### config.mk
export PLATFORM = sky130hd
export DESIGN_NAME = dcache_tag_store
export DESIGN_NICKNAME = d
export VERILOG_FILES = /design/src/dcache_pkg.sv /design/src/dcache_tag_store.sv
export SDC_FILE = /design/constraint.sdc
export NUM_CORES = 1
export LEC_CHECK = 0
export ABC_CLOCK_PERIOD_IN_PS = 3400
export BUFFER_PORTS_ARGS = -buffer_cell sky130_fd_sc_hd__buf_2
export CORE_UTILIZATION = 62
export DETAILED_ROUTE_END_ITERATION = 10
export PLACE_DENSITY = 0.79
export SETUP_SLACK_MARGIN = 0.1
export SLEW_MARGIN = 20
export SYNTH_ARGS = -nofsm -noshare
export SYNTH_HDL_FRONTEND = slang
export SYNTH_SLANG_ARGS = --single-unit
### constraint.sdc
create_clock -name clk -period 3.4 [get_ports clk]
set_input_delay 0.34 -clock clk [delete_from_list [all_inputs] [get_ports clk]]
set_output_delay 0.34 -clock clk [all_outputs]
set_load 0.005 [all_outputs]
### src/dcache_pkg.sv
// Shared definitions of the level-one data cache for address fields, bundles and state enums.
package dcache_pkg;

	// A direct-mapped cache of 16 lines with 16 words of 32 bits each.
	localparam int addr_w     = 32;
	localparam int line_count = 16;
	localparam int line_words = 16;
	localparam int tag_w      = 22;
	localparam int idx_w      = 4;
	localparam int word_w     = 4;

	// Derived widths for the byte offset, the line address and the flat array index.
	localparam int off_w       = addr_w - tag_w - idx_w - word_w;
	localparam int line_addr_w = tag_w + idx_w;
	localparam int arr_idx_w   = idx_w + word_w;

	// Core address as seen by the cache, most significant field first.
	typedef struct packed {
		logic [tag_w-1:0]  tag;
		logic [idx_w-1:0]  idx;
		logic [word_w-1:0] word;
		logic [off_w-1:0]  byte_off;
	} addr_fields_t;

	// Request held by the core until rw_wait falls.
	typedef struct packed {
		logic              rd;
		logic              wr;
		logic [addr_w-1:0] addr;
		logic [addr_w-1:0] wdata;
	} core_req_t;

	// Strobes, address and write data presented to the bus while it is granted.
	typedef struct packed {
		logic              rd;
		logic              wr;
		logic [addr_w-1:0] addr;
		logic [addr_w-1:0] wdata;
	} bus_cmd_t;

	// Single write port of the data array; widx is {line index, word}.
	typedef struct packed {
		logic                 en;
		logic [arr_idx_w-1:0] widx;
		logic [addr_w-1:0]    data;
	} array_wr_t;

	typedef enum logic {
		st_idle,
		st_filling
	} fill_state_e;

	typedef enum logic [1:0] {
		req_none,
		req_rd_hit,
		req_rd_miss,
		req_write
	} req_kind_e;

endpackage
### src/dcache_tag_store.sv
// Tag store holding valid bits and tags for every cache line, with hit detection.
module dcache_tag_store import dcache_pkg::*; (
	input  logic             clk,
	input  logic             arst_n,
	input  logic [idx_w-1:0] idx,
	input  logic [tag_w-1:0] tag,
	input  logic             fill_start,
	input  logic             fill_done,
	output logic             hit
);

	logic [line_count-1:0] valid;
	logic [tag_w-1:0]      tags [line_count];

	// A line hits only when it is valid and its stored tag matches the address.
	always_comb begin
		hit = valid[idx] && (tags[idx] == tag);
	end

	// The first fill beat drops the line, the last one brings it back.
	always_ff @(posedge clk or negedge arst_n) begin
		if (!arst_n) begin
			valid <= '0;
		end else if (fill_done) begin
			valid[idx] <= 1'b1;
		end else if (fill_start) begin
			valid[idx] <= 1'b0;
		end
	end

	// The tag is only meaningful once the valid bit is set, so it is
	// written together with the final word of the fill.
	always_ff @(posedge clk) begin
		if (fill_done) begin
			tags[idx] <= tag;
		end
	end

endmodule

==> summary.txt <==
Outcome
  – Outcome: complete, but fails checks
  – Failing checks: negative setup slack

Floorplan
  – Core Region: 0.0228 sq mm
  – Starting Density: 0.637
  – Die height: 155 um
  – # IOs: 31
  – Core Rows: 55
  – Die width: 155 um
  – Die area: 0.0240 sq mm

Run
  – Max_cap viols: 0

CTS
  – CTS tree: yes
  – CTS Sinks: 368
  – Setup Buffers After CTS: 0
  – Htree depth: 2
  – Clock latency on the worst-skew pair: around 0.51 ns
  – Clk slew on worst S/H paths: roughly 0.06 ns
  – Num CTS Buffers: 37
  – Root buffer cell: clkbuf_16
  – Clock buffer depth: 3

Yosys
  – Fraction of registers with async set/reset: 0.0435
  – Post-synth top flop: edfxtp_1
  – Netlist cell types: 43
  – Commonest cells post-synth: edfxtp_1 (352), mux4_2 (99), o21ai_0 (33)
  – Seq/Total Area, Yosys: 0.756
  – Post-synth EDFFs: 352
  – Ys Warns: 0
  – Count leader, synth: edfxtp_1
  – Flops & latches, synth: between 300 and 400
  – Top-area cell type share of the netlist area: 0.728
  – Synthesized area per cell: 21.3 sq um
  – Syn_nets: 712
  – Post-synth top area cell: edfxtp_1
  – Mapped Cells: 682
  – Synth top area cells: edfxtp_1 (73%), mux4_2 (15%), dfrtp_1 (2.8%)
  – Area of the mapped netlist: 0.0145 sq mm

Timing
  – Max-slew headroom: 0.663
  – RSZ-0062 raised after global routing: true
  – Fin crit period: 3.50 ns
  – Worst-Margin Slew: 0.504 ns
  – TNS Setup: -0.0988 ns
  – Max Slew Vio Count: 0
  – Number of setup violations in the final report: 1
  – Fmax: between 200 and 300 MHz
  – Worst Skew: 0 ns
  – Final setup margin: -0.0988 ns
  – Worst hold slack: just under 0.2 ns
  – Final period util: 1.03
  – Final Hold Vio Count: 0

Setup path
  – CP max FO: 2
  – Worst setup EP type: output pin
  – CP startpoint kind: flop
  – CP Class: flop to output pin
  – CP Data Arrival Time: 3.16 ns
  – CP Data Required Time: 3.06 ns

Hold path
  – Hold Crit Class: primary input to flop

Final layout
  – Biggest register: tags
  – Largest register FFs: approximately 350
  – Synthesis-to-layout area growth: 14.9%
  – Layout cell share with drive strength beyond 1: 0.321
  – Biggest regs: tags (352)
  – Final nets: 797

Power and ir drop
  – PD cells: 608 mW/mm^2
  – Peak VDD IR: 0.000512 V
  – Pleak: 0.00545 uW

Routing
  – # DRC: 0
  – Initial DRC Count: 894
  – Vias post-DR: 7492
  – Post-DRT Antenna Nets: 0
  – Avg WL per Cell: 29.0 um
  – DRT Wirelength: 32200 um
  – Drt via density: just under 7
  – Pre-antenna DRT Iters: 6

Global routing
  – Pin count of the biggest net entering global routing: 31
  – Total track usage: 0.284
  – Total grt overflow: 0
  – Initial antenna violation count: 0
  – Vias in the first global route: approximately 7.8k
  – First-pass GRT wire length: about 48000 um

Placed design
  – DP Worst Slack: -0.120 ns
  – HPWL after detailed placement: 17800 um
  – Input/output buffers: 30
  – Placer Congestion: 0.952
-- cell type report --
class / instances / area [sq um]
Antenna cell: 1 / 2.50
Clock buffer: 40 / 937
Clock inverter: 27 / 370
Fill cell: 1300 / 6100
Inverter: 11 / 41.3
Multi-Input combinational cell: 271 / 3370
Sequential cell: 368 / 11000
Tap cell: 313 / 392
Timing Repair Buffer: 78 / 593
-- per-layer routing --
| metal | global-route usage | share of wire |
|---|---|---|
| met5 | 0 | 0 |
| met4 | 0.124 | 0.043 |
| met3 | 0.0599 | 0.096 |
| met2 | 0.449 | 0.49 |
| met1 | 0.389 | 0.37 |
-- final timing paths --
| kind | start | endpoint | slack, ns | cells after the start |
|---|---|---|---|---|
| min reg2reg | flop | flop | 0.52 | 2 |
| max reg2reg | flop | flop | 2.67 | 2 |
| min | tag[10] | tags[0][10] | 0.20 | 1 |
| max in group asynchronous | arst_n | async pin | 2.87 | 2 |
| min in group asynchronous | arst_n | async pin | 0.26 | 2 |
| max | tags[13][12] | hit | -0.1 | 7 |
-- worst max-delay path, cell delays in order (launching register included) --
cell      delay, ns
edfxtp_1       0.42
mux4_2         0.54
a22o_1         0.24
a222oi_1       0.33
nand4_1        0.29
nor4_4         0.37
o2111a_1       0.29
buf_2          0.14
-- repair_timing --
item / 4_1_cts / 5_1_grt
endpoints found under the hold margin: 16 / 0
endpoints found under the setup margin: 1 / 1
hold buffers: 1 / 0
pin swaps: 5 / 0
gates resized for setup: 2 / 3
-- placed cells by master (no fill, tap or decap), types with 3 or more instances in the layout --
cell type | synthesis | routed
nor2_2 | 0 | 16
o221ai_1 | 4 | 4
buf_12 | 0 | 6
mux2i_1 | 10 | 10
o21ai_0 | 33 | 33
o22ai_1 | 7 | 7
clkinv_2 | 0 | 5
nor2b_1 | 6 | 6
nand2b_1 | 3 | 3
edfxtp_1 | 352 | 352
a21o_1 | 4 | 4
mux4_2 | 99 | 99
a221oi_1 | 4 | 4
nand3_1 | 9 | 9
nand2_1 | 14 | 14
buf_4 | 3 | 43
xnor2_1 | 15 | 15
a22oi_1 | 8 | 8
mux2_2 | 3 | 3
bufinv_16 | 0 | 9
dfrtp_1 | 16 | 16
clkbuf_1 | 11 | 3
clkinv_1 | 0 | 7
clkbuf_16 | 0 | 37
or3_1 | 3 | 3
buf_2 | 10 | 28
clkinvlp_4 | 0 | 3
inv_1 | 10 | 10
nor2_1 | 24 | 8
-- kinds of logic after synthesis --
group	share of synthesized area
and+or+nand+nor	0.0219
AOI/OAI and AO/OA	0.0336
buffers and inverters	0.0153
DFF	0.756
muxes	0.163
xor gates and xnor gates	0.0103
-- per-stage QoR --
stage / total power [uW] / instances / area (sq um) / util
6_report: 10100 / 1109 / 16700 / 0.732
5_1_grt: 10400 / 1108 / 16700 / 0.732
4_1_cts: 10200 / 1108 / 16700 / 0.732
3_5_place_dp: 5860 / 1040 / 15300 / 0.673
3_3_place_gp: 5830 / 1040 / 15300 / 0.673
2_1_floorplan: 5610 / 682 / 14500 / -
-- power by group --
part	internal [uW]	switching, uW
combinational	282	370
sequential	5100	45.7
clock	2690	1660
total	8070	2080
Note: power is estimated with default switching activity, not from simulation.
