### src/dcache_pkg.sv
// Shared definitions of the level-one data cache for address fields, bundles and state enums.
package dcache_pkg;

	// A direct-mapped cache of 16 lines with 16 words of 32 bits each.
	localparam int addr_w     = 32;
	localparam int line_count = 16;
	localparam int line_words = 16;
	localparam int tag_w      = 22;
	localparam int idx_w      = 4;
	localparam int word_w     = 4;

	// Derived widths for the byte offset, the line address and the flat array index.
	localparam int off_w       = addr_w - tag_w - idx_w - word_w;
	localparam int line_addr_w = tag_w + idx_w;
	localparam int arr_idx_w   = idx_w + word_w;

	// Core address as seen by the cache, most significant field first.
	typedef struct packed {
		logic [tag_w-1:0]  tag;
		logic [idx_w-1:0]  idx;
		logic [word_w-1:0] word;
		logic [off_w-1:0]  byte_off;
	} addr_fields_t;

	// Request held by the core until rw_wait falls.
	typedef struct packed {
		logic              rd;
		logic              wr;
		logic [addr_w-1:0] addr;
		logic [addr_w-1:0] wdata;
	} core_req_t;

	// Strobes, address and write data presented to the bus while it is granted.
	typedef struct packed {
		logic              rd;
		logic              wr;
		logic [addr_w-1:0] addr;
		logic [addr_w-1:0] wdata;
	} bus_cmd_t;

	// Single write port of the data array; widx is {line index, word}.
	typedef struct packed {
		logic                 en;
		logic [arr_idx_w-1:0] widx;
		logic [addr_w-1:0]    data;
	} array_wr_t;

	typedef enum logic {
		st_idle,
		st_filling
	} fill_state_e;

	typedef enum logic [1:0] {
		req_none,
		req_rd_hit,
		req_rd_miss,
		req_write
	} req_kind_e;

endpackage
### src/dcache_bus_seq.sv
// Bus sequencing stage that runs line fills and write-through and issues array updates.
module dcache_bus_seq import dcache_pkg::*; (
	input  logic              clk,
	input  logic              arst_n,
	input  req_kind_e         req_kind,
	input  addr_fields_t      fields,
	input  logic [addr_w-1:0] wr_data,
	input  logic              hit,
	input  logic              bus_ack,
	input  logic              bus_ready,
	input  logic [addr_w-1:0] bus_rdata,
	output logic              bus_req,
	output bus_cmd_t          bus_cmd,
	output array_wr_t         array_wr,
	output logic              fill_start,
	output logic              fill_done
);

	fill_state_e            state;
	logic [word_w-1:0]      fill_pos;
	logic [line_addr_w-1:0] fill_line;

	logic [line_addr_w-1:0] line;
	logic                   restart;
	logic [word_w-1:0]      eff_pos;
	logic                   beat_rd;
	logic                   beat_wr;

	always_comb begin
		line = {fields.tag, fields.idx};
	end

	// A fill in flight for some other line starts over at word 0. The
	// restart is seen in the same cycle, so no stale position reaches the bus.
	always_comb begin
		restart = (state == st_filling) && (line != fill_line);
		eff_pos = restart ? '0 : fill_pos;
	end

	always_comb begin
		bus_req = (req_kind == req_rd_miss) || (req_kind == req_write);
	end

	// Strobes follow the grant; address and data stay at zero otherwise.
	always_comb begin
		bus_cmd = '0;
		if (bus_ack && (req_kind == req_rd_miss)) begin
			bus_cmd.rd   = 1'b1;
			bus_cmd.addr = {fields.tag, fields.idx, eff_pos, {off_w{1'b0}}};
		end else if (bus_ack && (req_kind == req_write)) begin
			bus_cmd.wr    = 1'b1;
			bus_cmd.addr  = fields;
			bus_cmd.wdata = wr_data;
		end
	end

	always_comb begin
		beat_rd = bus_cmd.rd && bus_ready;
		beat_wr = bus_cmd.wr && bus_ready;
	end

	// The line goes invalid with its first new word and valid with its last.
	always_comb begin
		fill_start = beat_rd && (eff_pos == '0);
		fill_done  = beat_rd && (eff_pos == word_w'(line_words - 1));
	end

	// Fill words go in at the fill position. A write touches the array
	// only when the line is present, since writes do not allocate.
	always_comb begin
		array_wr = '0;
		if (beat_rd) begin
			array_wr.en   = 1'b1;
			array_wr.widx = {fields.idx, eff_pos};
			array_wr.data = bus_rdata;
		end else if (beat_wr && hit) begin
			array_wr.en   = 1'b1;
			array_wr.widx = {fields.idx, fields.word};
			array_wr.data = wr_data;
		end
	end

	// Anything other than a read miss on the same line, including a write
	// arriving mid-fill, drops the sequencer back to idle at word 0.
	always_ff @(posedge clk or negedge arst_n) begin
		if (!arst_n) begin
			state    <= st_idle;
			fill_pos <= '0;
		end else if (beat_rd) begin
			if (fill_done) begin
				state    <= st_idle;
				fill_pos <= '0;
			end else begin
				state    <= st_filling;
				fill_pos <= eff_pos + 1'b1;
			end
		end else if ((req_kind != req_rd_miss) || restart) begin
			state    <= st_idle;
			fill_pos <= '0;
		end
	end

	// Line address of the fill in flight; compared only while filling.
	always_ff @(posedge clk) begin
		if (beat_rd) begin
			fill_line <= line;
		end
	end

endmodule

### config.mk
export PLATFORM = sky130hd
export DESIGN_NAME = dcache_bus_seq
export DESIGN_NICKNAME = d
export VERILOG_FILES = /design/src/dcache_pkg.sv /design/src/dcache_bus_seq.sv
export SDC_FILE = /design/constraint.sdc
export NUM_CORES = 1
export LEC_CHECK = 0
export BUFFER_PORTS_ARGS = -buffer_cell sky130_fd_sc_hd__clkbuf_2
export CORE_AREA = 2 2 83 85
export DETAILED_ROUTE_END_ITERATION = 10
export DIE_AREA = 0 0 85 87
export PLACE_DENSITY = 0.78
export RECOVER_POWER = 25
export REMOVE_ABC_BUFFERS = 1
export SLEW_MARGIN = 20
export SYNTH_ARGS = -nofsm -noshare
export SYNTH_HDL_FRONTEND = slang
export SYNTH_SLANG_ARGS = --single-unit
### constraint.sdc
create_clock -name clk -period 4.1 [get_ports clk]
set_input_delay 0 -clock clk [delete_from_list [all_inputs] [get_ports clk]]
set_output_delay 0 -clock clk [all_outputs]
set_load 0.01 [all_outputs]
==> results of run 1 <==
-- worst max-delay path by stage --
stage,to,slack (ns),cells past startpoint
floorplan,fill_pos[1],1.80,10
global placement,fill_pos[1],1.53,10
detailed placement,fill_pos[1],1.30,10
CTS,fill_done,1.16,10
global route,fill_done,0.91,12
finish,fill_done,1.15,10
-- repair_timing --
action | 4_1_cts | 5_1_grt
hold buffers | 27 | 0
setup endpoints to repair | 0 | 0
hold endpoints to repair | 31 | 0
-- worst reg2reg max path: stages (launching register included) --
cell,delay (ns)
edfxtp_1,0.38
xor2_1,0.18
nor4_1,0.40
nand4_1,0.22
o21ai_2,0.52
nand2_1,0.17
inv_1,0.09
ha_1,0.18
and3_1,0.24
a21oi_1,0.10
a31o_2,0.25
-- power by group through the flow --
stage          registers [mW]  clock network [mW]  logic (mW)
6_report                0.356               0.220       0.198
5_1_grt                 0.357               0.235       0.216
4_1_cts                 0.356               0.221       0.203
3_5_place_dp            0.362                   0       0.181
3_3_place_gp            0.362                   0       0.178
2_1_floorplan           0.362                   0      0.0699
-- synth_stat cells, drive strengths merged, types with 5 or more instances --
master / n
inv: 5
nand2: 9
and3: 32
nor2b: 5
nand3: 5
nor4: 6
dfrtp: 5
a22o: 36
edfxtp: 26
nor2: 5
a21oi: 7
buf: 8
clkbuf: 13
xor2: 26
and2: 36
-- final cells by class --
type                    count  area (sq um)  share of cell area, %
clock buffers               5          68.8                   1.85
well taps                  80           100                   2.70
repair buffers            243          1310                   35.4
clock inverters             2          8.76                  0.236
flip-flops and latches     31           906                   24.4
multi-input cells         185          1290                   34.9
inverters                   5          18.8                  0.506
-- kinds of logic after synthesis --
family	count (synthesis)	share of synthesized area, %
adder cells (fa/ha/maj)	2	1.08
XOR/XNOR	26	9.84
AND/OR/NAND/NOR	103	26.2
buffers and inverters	26	4.92
AO/OA/AOI/OAI	53	18.4
flip-flops	31	39.1
multiplexers	1	0.432
-- metal layers --
layer	up-vias	GRT usage (%)	routed length (um)
met2	121	37.6	4350
met1	1287	27.8	3660
met5	-	0	0
met4	0	5.92	108
li1	1338	-	-
met3	9	5.21	645
-- registers in the layout, summed over array words and instances (netlist names) --
signal and count:
fill_line 26, fill_pos 4, state 1
-- through the flow --
stage	power [mW]	area (sq um)	worst slack, ns	std cells
2_1_floorplan	0.432	2220	1.80	221
3_3_place_gp	0.540	3410	1.53	517
3_5_place_dp	0.544	3410	1.30	517
4_1_cts	0.780	3760	1.16	551
5_1_grt	0.808	3710	0.908	551
6_report	0.774	3710	1.15	551
==> flow_summary_export.csv, run 1 <==
group,metric,value,unit
run_status,status,"complete, no violations",
sta,post-route-min-period,2.95,ns
route,drt-initial-drc-count,172,
worst_setup_path,criticalPathCategory,"reg -> out",
route,ant_nets,0,
cells_and_area,final_common_cell,"clkbuf_2",
cells_and_area,syn2layout_area_growth,60.3,%
pwr,p_int,0.562,mW
worst_setup_path,rrSetupSlack,1.27,ns
worst_setup_path,crit_buf_inv,2,
sta,hold_violations,0,
placed_design,hpwl,6450,um
worst_setup_path,cp-start-kind,"register",
global_route,overflow,0,
worst_setup_path,worstPathArrival,2.95,ns
worst_setup_path,reg2reg_depth,10,
worst_setup_path,crit_chain,"xor2_1 -> nor4_1 -> nand4_1 -> o21ai_2 -> nand2_1 -> inv_1 -> ha_1 -> and3_1 -> and3_1 -> clkbuf_2",
worst_setup_path,critical_path.top_delay_family,"simple AND/OR/NAND/NOR gates",
sta,min_period_over_period,72.0,%
sta,setup_viol,0,
yosys,ys_ff_latch,31,
clock_network,cts_setup_buffers,0,
yosys,syn_area,2310,sq um
route,drt-total-wl,8770,um
worst_setup_path,crit_path_max_fanout,15,
cells_and_area,fin_util,56.5,%
sta,skew,0.00522,ns
yosys,synthDistinctLibCells,29,
worst_setup_path,r2r-end,"fill_pos[1]",
pwr,swShare,27.4,%
route,drc,0,
clock_network,cts_tree,"done",
floorplan,die_w,85,um
hold_path,hold_path.class,"in -> async",
route,vias_per_cell,5.00,
clock_network,clock-sinks,31,
pwr,peakVddDrop,0.177,mV
yosys,yosysTopAreaCellShare,33.7,%
cells_and_area,layout-drive-gt1-share,39.7,%
placed_design,gp_congestion,0.854,
cells_and_area,most-common-layout-cells,"clkbuf_2, clkbuf_1, and2_1, a22o_1, and3_1",
floorplan,initial_core_util,35.2,%
cells_and_area,nFillCells,610,
pwr,p_leak,1.94,nW
global_route,grt_pass1_vias,2632,
worst_setup_path,worst_path_largest_cell_delay,0.52,ns
worst_setup_path,crit_required,4.10,ns
sta,slew-limit-headroom,32.2,%
global_route,grt_pass1_wl,13000,um
floorplan,fp.dieH,87,um
pwr,power.switching,0.212,mW
floorplan,coreArea,6570,sq um
clock_network,post_cts_resized,0,
route,vias,2755,
yosys,yosysTopAreaCell,"edfxtp_1",
sta,timing.hold.ws,0.114,ns
sta,tns,0,ns
route,dr.pass1.iters,4,
clock_network,insertion_delay,0.28,ns
pwr,seq_power_share,46.0,%
worst_setup_path,r2r_start,"fill_line[13]",
worst_setup_path,cp-startpoint,"fill_line[13]",
floorplan,dieArea,7400,sq um
run,maxCapViolations,0,
floorplan,pin_count,213,
pwr,power.density,209,nW/um^2
yosys,synth_area_leaders,"edfxtp_1, a22o_1, xor2_1, and2_1, and3_1",
floorplan,row_count,30,
yosys,syn_avg_cell_area,9.56,sq um
yosys,netlist_instances,242,
sta,tightest_slew,1.02,ns
sta,timing.fmax,339,MHz
yosys,synth-edff-count,26,
clock_network,htree_levels,2,
worst_setup_path,cp_slowest_cell,"o21ai_2",
yosys,synth-main-ff-cell,"edfxtp_1",
global_route,antenna_found_initial,0,
cells_and_area,nNetsFinal,576,
yosys,seq_area_frac_synth,39.1,%
clock_network,cts_root_buf,"clkbuf_8",
sta,rsz0062_at_grt,"no",
route,post_drt_wl_per_cell,15.9,um
pwr,clockPowerShare,28.4,%
worst_setup_path,end_kind,"output port",
clock_network,cts_buffer_depth,2,
yosys,yosysWarnings,0,
global_route,grt_max_degree,48,
pwr,combPwrFrac,25.6,%
cells_and_area,diodes,0,
sta,drv_slew,0,
yosys,async_flop_share,16.1,%
placed_design,portBuffers,212,
clock_network,cts_made_buffers,5,
worst_setup_path,path_common_cell,"and3_1",
global_route,grt_usage,21.9,%
clock_network,clkTransAtPathRegs,0.06,ns
No activity file was read; power rests on OpenSTA's default activity.
==> run 2: changes to the inputs <==
--- a/config.mk
+++ b/config.mk
@@ -6,10 +6,10 @@
 export NUM_CORES = 1
 export LEC_CHECK = 0
 export BUFFER_PORTS_ARGS = -buffer_cell sky130_fd_sc_hd__clkbuf_2
-export CORE_AREA = 2 2 83 85
+export CORE_AREA = 2 2 82 84
 export DETAILED_ROUTE_END_ITERATION = 10
-export DIE_AREA = 0 0 85 87
-export PLACE_DENSITY = 0.78
+export DIE_AREA = 0 0 84 86
+export PLACE_DENSITY = 0.8
 export RECOVER_POWER = 25
 export REMOVE_ABC_BUFFERS = 1
 export SLEW_MARGIN = 20
==> constraint.sdc (replaced) <==
create_clock -name clk -period 2.8 [get_ports clk]
set_input_delay 0 -clock clk [delete_from_list [all_inputs] [get_ports clk]]
set_output_delay 0 -clock clk [all_outputs]
set_load 0.01 [all_outputs]
==> flow_summary_export.csv, run 2 (synthesis results as in run 1) <==
group,metric,value,unit
run_status,status,"complete, no violations",
placed_design,gp_congestion,0.857,
sta,finalWorstSetupSlack,0.158,ns
placed_design,portBuffers,212,
route,vias,2860,
clock_network,clock-sinks,31,
clock_network,cts_buffer_depth,2,
worst_setup_path,crit_path_max_fanout,5,
cells_and_area,syn2layout_area_growth,61.5,%
sta,timing.hold.ws,0.111,ns
global_route,grt_usage,24.1,%
placed_design,hpwl,6940,um
worst_setup_path,rrSetupSlack,0.38,ns
sta,setup_viol,0,
floorplan,die_w,84,um
floorplan,pin_count,213,
sta,post-route-min-period,2.64,ns
clock_network,cts_tree,"done",
route,drc,0,
worst_setup_path,criticalPathCategory,"reg -> out",
clock_network,htree_levels,2,
route,drt-total-wl,9190,um
cells_and_area,final_common_cell,"clkbuf_2",
pwr,peakVddDrop,0.238,mV
floorplan,initial_core_util,36.9,%
cells_and_area,largestRegisters,"fill_line x26, fill_pos x4, state x1",
pwr,total_power,1.13,mW
worst_setup_path,reg2reg_depth,10,
sta,hold_violations,0,
sta,min_period_over_period,94.3,%
floorplan,coreArea,6280,sq um
cells_and_area,top_register,"fill_line",
floorplan,row_count,29,
cells_and_area,diodes,0,
clock_network,cts_root_buf,"clkbuf_8",
clock_network,insertion_delay,0.28,ns
worst_setup_path,end_kind,"output port",
global_route,grt_max_degree,37,
cells_and_area,most-common-layout-cells,"clkbuf_2, and2_1, a22o_1, clkbuf_1, and3_1",
sta,tightest_slew,1.02,ns
cells_and_area,largest_reg_flops,26,
clock_network,cts_made_buffers,5,
global_route,grt_pass1_wl,13800,um
global_route,grt_pass1_vias,2758,
global_route,antenna_found_initial,1,
worst_setup_path,r2r_start,"fill_line[5]",
sta,slew-limit-headroom,32.0,%
floorplan,fp.dieH,86,um
pwr,p_leak,1.96,nW
cells_and_area,nNetsFinal,578,
worst_setup_path,r2r-end,"fill_pos[1]",
worst_setup_path,cp-endpoint,"fill_done",
worst_setup_path,crit_required,2.80,ns
worst_setup_path,cp-startpoint,"fill_line[5]",
worst_setup_path,cp-start-kind,"register",
sta,drv_slew,0,
route,drt-initial-drc-count,127,
route,post_drt_wl_per_cell,16.7,um
cells_and_area,fin_util,59.5,%
pwr,power.density,302,nW/um^2
route,dr.pass1.iters,6,
sta,timing.fmax,379,MHz
placed_design,pre_cts_ws,0.364,ns
sta,tns,0,ns
clock_network,clkTransAtPathRegs,0.06,ns
hold_path,hold_path.class,"in -> reg",
global_route,overflow,0,
floorplan,dieArea,7220,sq um
route,ant_nets,0,
sta,skew,0.00323,ns
run,maxCapViolations,0,
worst_setup_path,worstPathArrival,2.64,ns
route,vias_per_cell,5.20,
cells_and_area,layout-drive-gt1-share,40.6,%
[run 2: worst min-delay path by stage]
stage                     slack [ns]  depth (start not counted)     endpoint         from
after floorplan                -0.30                          0  fill_pos[0]       arst_n
after global placement         -0.17                          1  fill_pos[2]       arst_n
after detailed placement       -0.17                          1  fill_pos[2]       arst_n
after CTS                       0.07                          2  fill_pos[2]       arst_n
after global routing            0.13                          3  fill_pos[2]  req_kind[0]
final                           0.11                          3  fill_pos[2]  req_kind[0]
[run 2: power by group]
part	switching, mW	internal [mW]
sequential	0.00629	0.515
clock	0.149	0.165
combinational	0.150	0.145
[run 2: critical path, cell delays in order (launching register included)]
cell	delay [ns]
edfxtp_1	0.40
xor2_1	0.18
nor4_1	0.34
nand4_1	0.22
o21ai_2	0.26
nand2_1	0.12
inv_1	0.07
ha_1	0.18
and3_1	0.25
and3_1	0.22
clkbuf_2	0.14
[run 2: cell type report]
cell class	count	area (sq um)
clock buffers	5	68.8
clock inverters	2	8.76
fillers	567	2540
inverters	5	18.8
multi-input cells	185	1290
flip-flops and latches	31	906
well taps	77	96.3
repair buffers	245	1340
[run 2: metrics by stage]
stage / instances / area (sq um)
floorplan: 221 / 2220
global placement: 515 / 3430
detailed placement: 515 / 3430
CTS: 549 / 3770
global route: 550 / 3740
finish: 550 / 3740
[run 2: repair_timing]
item | in CTS | in global routing
hold endpoints to repair | 31 | 0
resized for setup | 0 | 0
hold buffers | 27 | 0
setup endpoints to repair | 0 | 1
buffers inserted | 0 | 1
[run 2: layer usage]
metal / wire, um / GRT usage, % / vias up
li1: - / - / 1351
met1: 3510 / 26.5 / 1344
met2: 4550 / 42.4 / 137
met3: 854 / 8.47 / 26
met4: 260 / 9.97 / 2
met5: 13 / 0 / -
==> run 3: changes to the inputs <==
--- a/config.mk
+++ b/config.mk
@@ -6,10 +6,10 @@
 export NUM_CORES = 1
 export LEC_CHECK = 0
 export BUFFER_PORTS_ARGS = -buffer_cell sky130_fd_sc_hd__clkbuf_2
-export CORE_AREA = 2 2 82 84
+export CORE_MARGIN = 2
+export CORE_UTILIZATION = 38
 export DETAILED_ROUTE_END_ITERATION = 10
-export DIE_AREA = 0 0 84 86
-export PLACE_DENSITY = 0.8
+export PLACE_DENSITY = 0.82
 export RECOVER_POWER = 25
 export REMOVE_ABC_BUFFERS = 1
 export SLEW_MARGIN = 20
==> flow_summary_export.csv, run 3 (synthesis results as in run 1) <==
group,metric,value,unit
clock_network,cts_root_buf,"clkbuf_8",
pwr,power.switching,0.300,mW
floorplan,die_w,82.0,um
cells_and_area,regArea,906,sq um
worst_setup_path,rrSetupSlack,0.33,ns
placed_design,hpwl,6100,um
route,drc,0,
cells_and_area,top_register,"fill_line",
pwr,clockPowerShare,27.7,%
clock_network,cts_tree,"done",
sta,hold_violations,0,
route,drt-initial-drc-count,225,
sta,rsz0062_at_grt,"no",
route,wl_met1,3410,um
sta,timing.fmax,378,MHz
route,vias_per_cell,5.17,
worst_setup_path,worstPathArrival,2.65,ns
pwr,power.density,301,nW/um^2
route,highest_layer,"met4",
global_route,overflow,0,
clock_network,cts_made_buffers,5,
placed_design,gp_congestion,0.869,
placed_design,portBuffers,212,
cells_and_area,multiInputGateArea,1310,sq um
cells_and_area,diodes,0,
pwr,peakVddDrop,0.189,mV
sta,tns,0,ns
sta,skew,0.00848,ns
sta,drv_slew,0,
clock_network,clkTransAtPathRegs,0.06,ns
cells_and_area,largestRegisters,"fill_line x26, fill_pos x4, state x1",
route,post_drt_wl_per_cell,15.1,um
worst_setup_path,crit_required,2.80,ns
cells_and_area,stdcell_count,551,
global_route,grt_pass1_vias,2439,
cells_and_area,syn2layout_area_growth,62.1,%
route,dr.pass1.iters,4,
clock_network,cts_buffer_depth,2,
route,ant_nets,0,
sta,tightest_slew,1.01,ns
global_route,grt_usage,22.4,%
global_route,antenna_found_initial,0,
floorplan,coreArea,5920,sq um
route,dr_wl_met2,4180,um
worst_setup_path,criticalPathCategory,"in -> out",
clock_network,htree_levels,2,
hold_path,hold_path.class,"in -> async",
worst_setup_path,path_common_cell,"and3_1",
pwr,swShare,26.6,%
sta,post-route-min-period,2.65,ns
sta,slew-limit-headroom,32.5,%
worst_setup_path,cp_slowest_cell,"dlygate4sd3_1",
route,drt-total-wl,8340,um
floorplan,initial_core_util,39.1,%
cells_and_area,layout-drive-gt1-share,40.3,%
cells_and_area,nFillCells,496,
cells_and_area,nNetsFinal,580,
placed_design,dpl_cell_area,3430,sq um
floorplan,row_count,28,
worst_setup_path,crit_path_max_fanout,5,
cells_and_area,fin_area,3750,sq um
global_route,grt_max_degree,39,
worst_setup_path,cp-start-kind,"input pin",
placed_design,placed_cells,515,
sta,timing.hold.ws,0.112,ns
cells_and_area,largest_reg_flops,26,
worst_setup_path,worst_path_largest_cell_delay,0.53,ns
worst_setup_path,critical_path.top_delay_family,"simple AND/OR/NAND/NOR gates",
sta,setup_viol,0,
cells_and_area,most-common-layout-cells,"clkbuf_2, clkbuf_1, and2_1, a22o_1, and3_1",
pwr,seq_power_share,46.2,%
pwr,p_int,0.829,mW
global_route,grt_pass1_wl,11600,um
route,vias,2847,
worst_setup_path,crit_chain,"dlygate4sd3_1 -> clkbuf_1 -> xor2_1 -> nor4_1 -> nand4_1 -> o21ai_4 -> nand2_1 -> inv_1 -> ha_1 -> and3_1 -> and3_1 -> clkbuf_2",
floorplan,dieArea,6730,sq um
sta,min_period_over_period,94.6,%
cells_and_area,final_common_cell,"clkbuf_2",
floorplan,fp.dieH,82.0,um
worst_setup_path,crit_buf_inv,4,
run_status,status,"complete, no violations",
pwr,total_power,1.13,mW
floorplan,pin_count,213,
pwr,combPwrFrac,26.1,%
pwr,p_leak,1.96,nW
run,maxCapViolations,0,
worst_setup_path,end_kind,"output port",
clock_network,insertion_delay,0.27,ns
clock_network,clock-sinks,31,
route,wl_met3,717,um
-- run 3: cell types whose count changed in the layout (fill, tap and decap cells not counted), sizes merged --
cell	previous run	this run
buf	6	8
clkbuf	217	218
-- run 3: what timing repair did --
action	4_1_cts	5_1_grt
hold endpoints to repair	31	0
setup buffers	0	1
endpoints found under the setup margin	0	1
hold buffers	27	0
gates resized for setup	0	2
-- run 3: cell type report --
| type | count | area share, % |
|---|---|---|
| Sequential cell | 31 | 24.1 |
| Clock buffer | 6 | 1.93 |
| Timing Repair Buffer | 247 | 35.8 |
| Clock inverter | 2 | 0.200 |
| Inverter | 5 | 0.500 |
| Tap cell | 75 | 2.50 |
| Multi-Input combinational cell | 185 | 34.9 |
-- run 3: worst register-to-register path: stages (launching register included) --
cell and delay, ns:
edfxtp_1 0.40, xor2_1 0.18, nor4_1 0.34, nand4_1 0.27
o21ai_4 0.27, nand2_1 0.11, inv_1 0.08, ha_1 0.19
and3_1 0.24, a21oi_1 0.09, a31o_2 0.21
-- run 3: through the flow --
stage,setup WS (ns),utilization [%]
final,0.152,63.4
after global placement,0.432,57.9
after floorplan,0.497,-
after detailed placement,0.345,57.9
after CTS,0.0823,63.8
after global routing,0.0110,63.4
-- run 3: path summary, 6_finish.rpt --
kind,startpoint,cells past startpoint,endpoint
worst max-delay path,fields[9],12,fill_done
worst min-delay path,arst_n,2,fill_pos[1]
worst max register to register,fill_line[2],10,fill_pos[1]
worst min register to register,state,2,state
max in group asynchronous,arst_n,2,fill_pos[0]
min in group clk,bus_ready,3,state
-- run 3: power by group through the flow --
stage / combinational [mW] / clock [mW] / sequential [mW]
2_1_floorplan: 0.102 / 0 / 0.530
3_3_place_gp: 0.259 / 0 / 0.530
3_5_place_dp: 0.266 / 0 / 0.531
4_1_cts: 0.298 / 0.318 / 0.521
5_1_grt: 0.320 / 0.340 / 0.523
6_report: 0.294 / 0.313 / 0.522
-- run 3: layer usage --
layer	global-route usage, %	up-vias
met5	0	-
met4	4.00	0
met3	4.73	4
met2	39.6	139
met1	28.2	1351
li1	-	1353
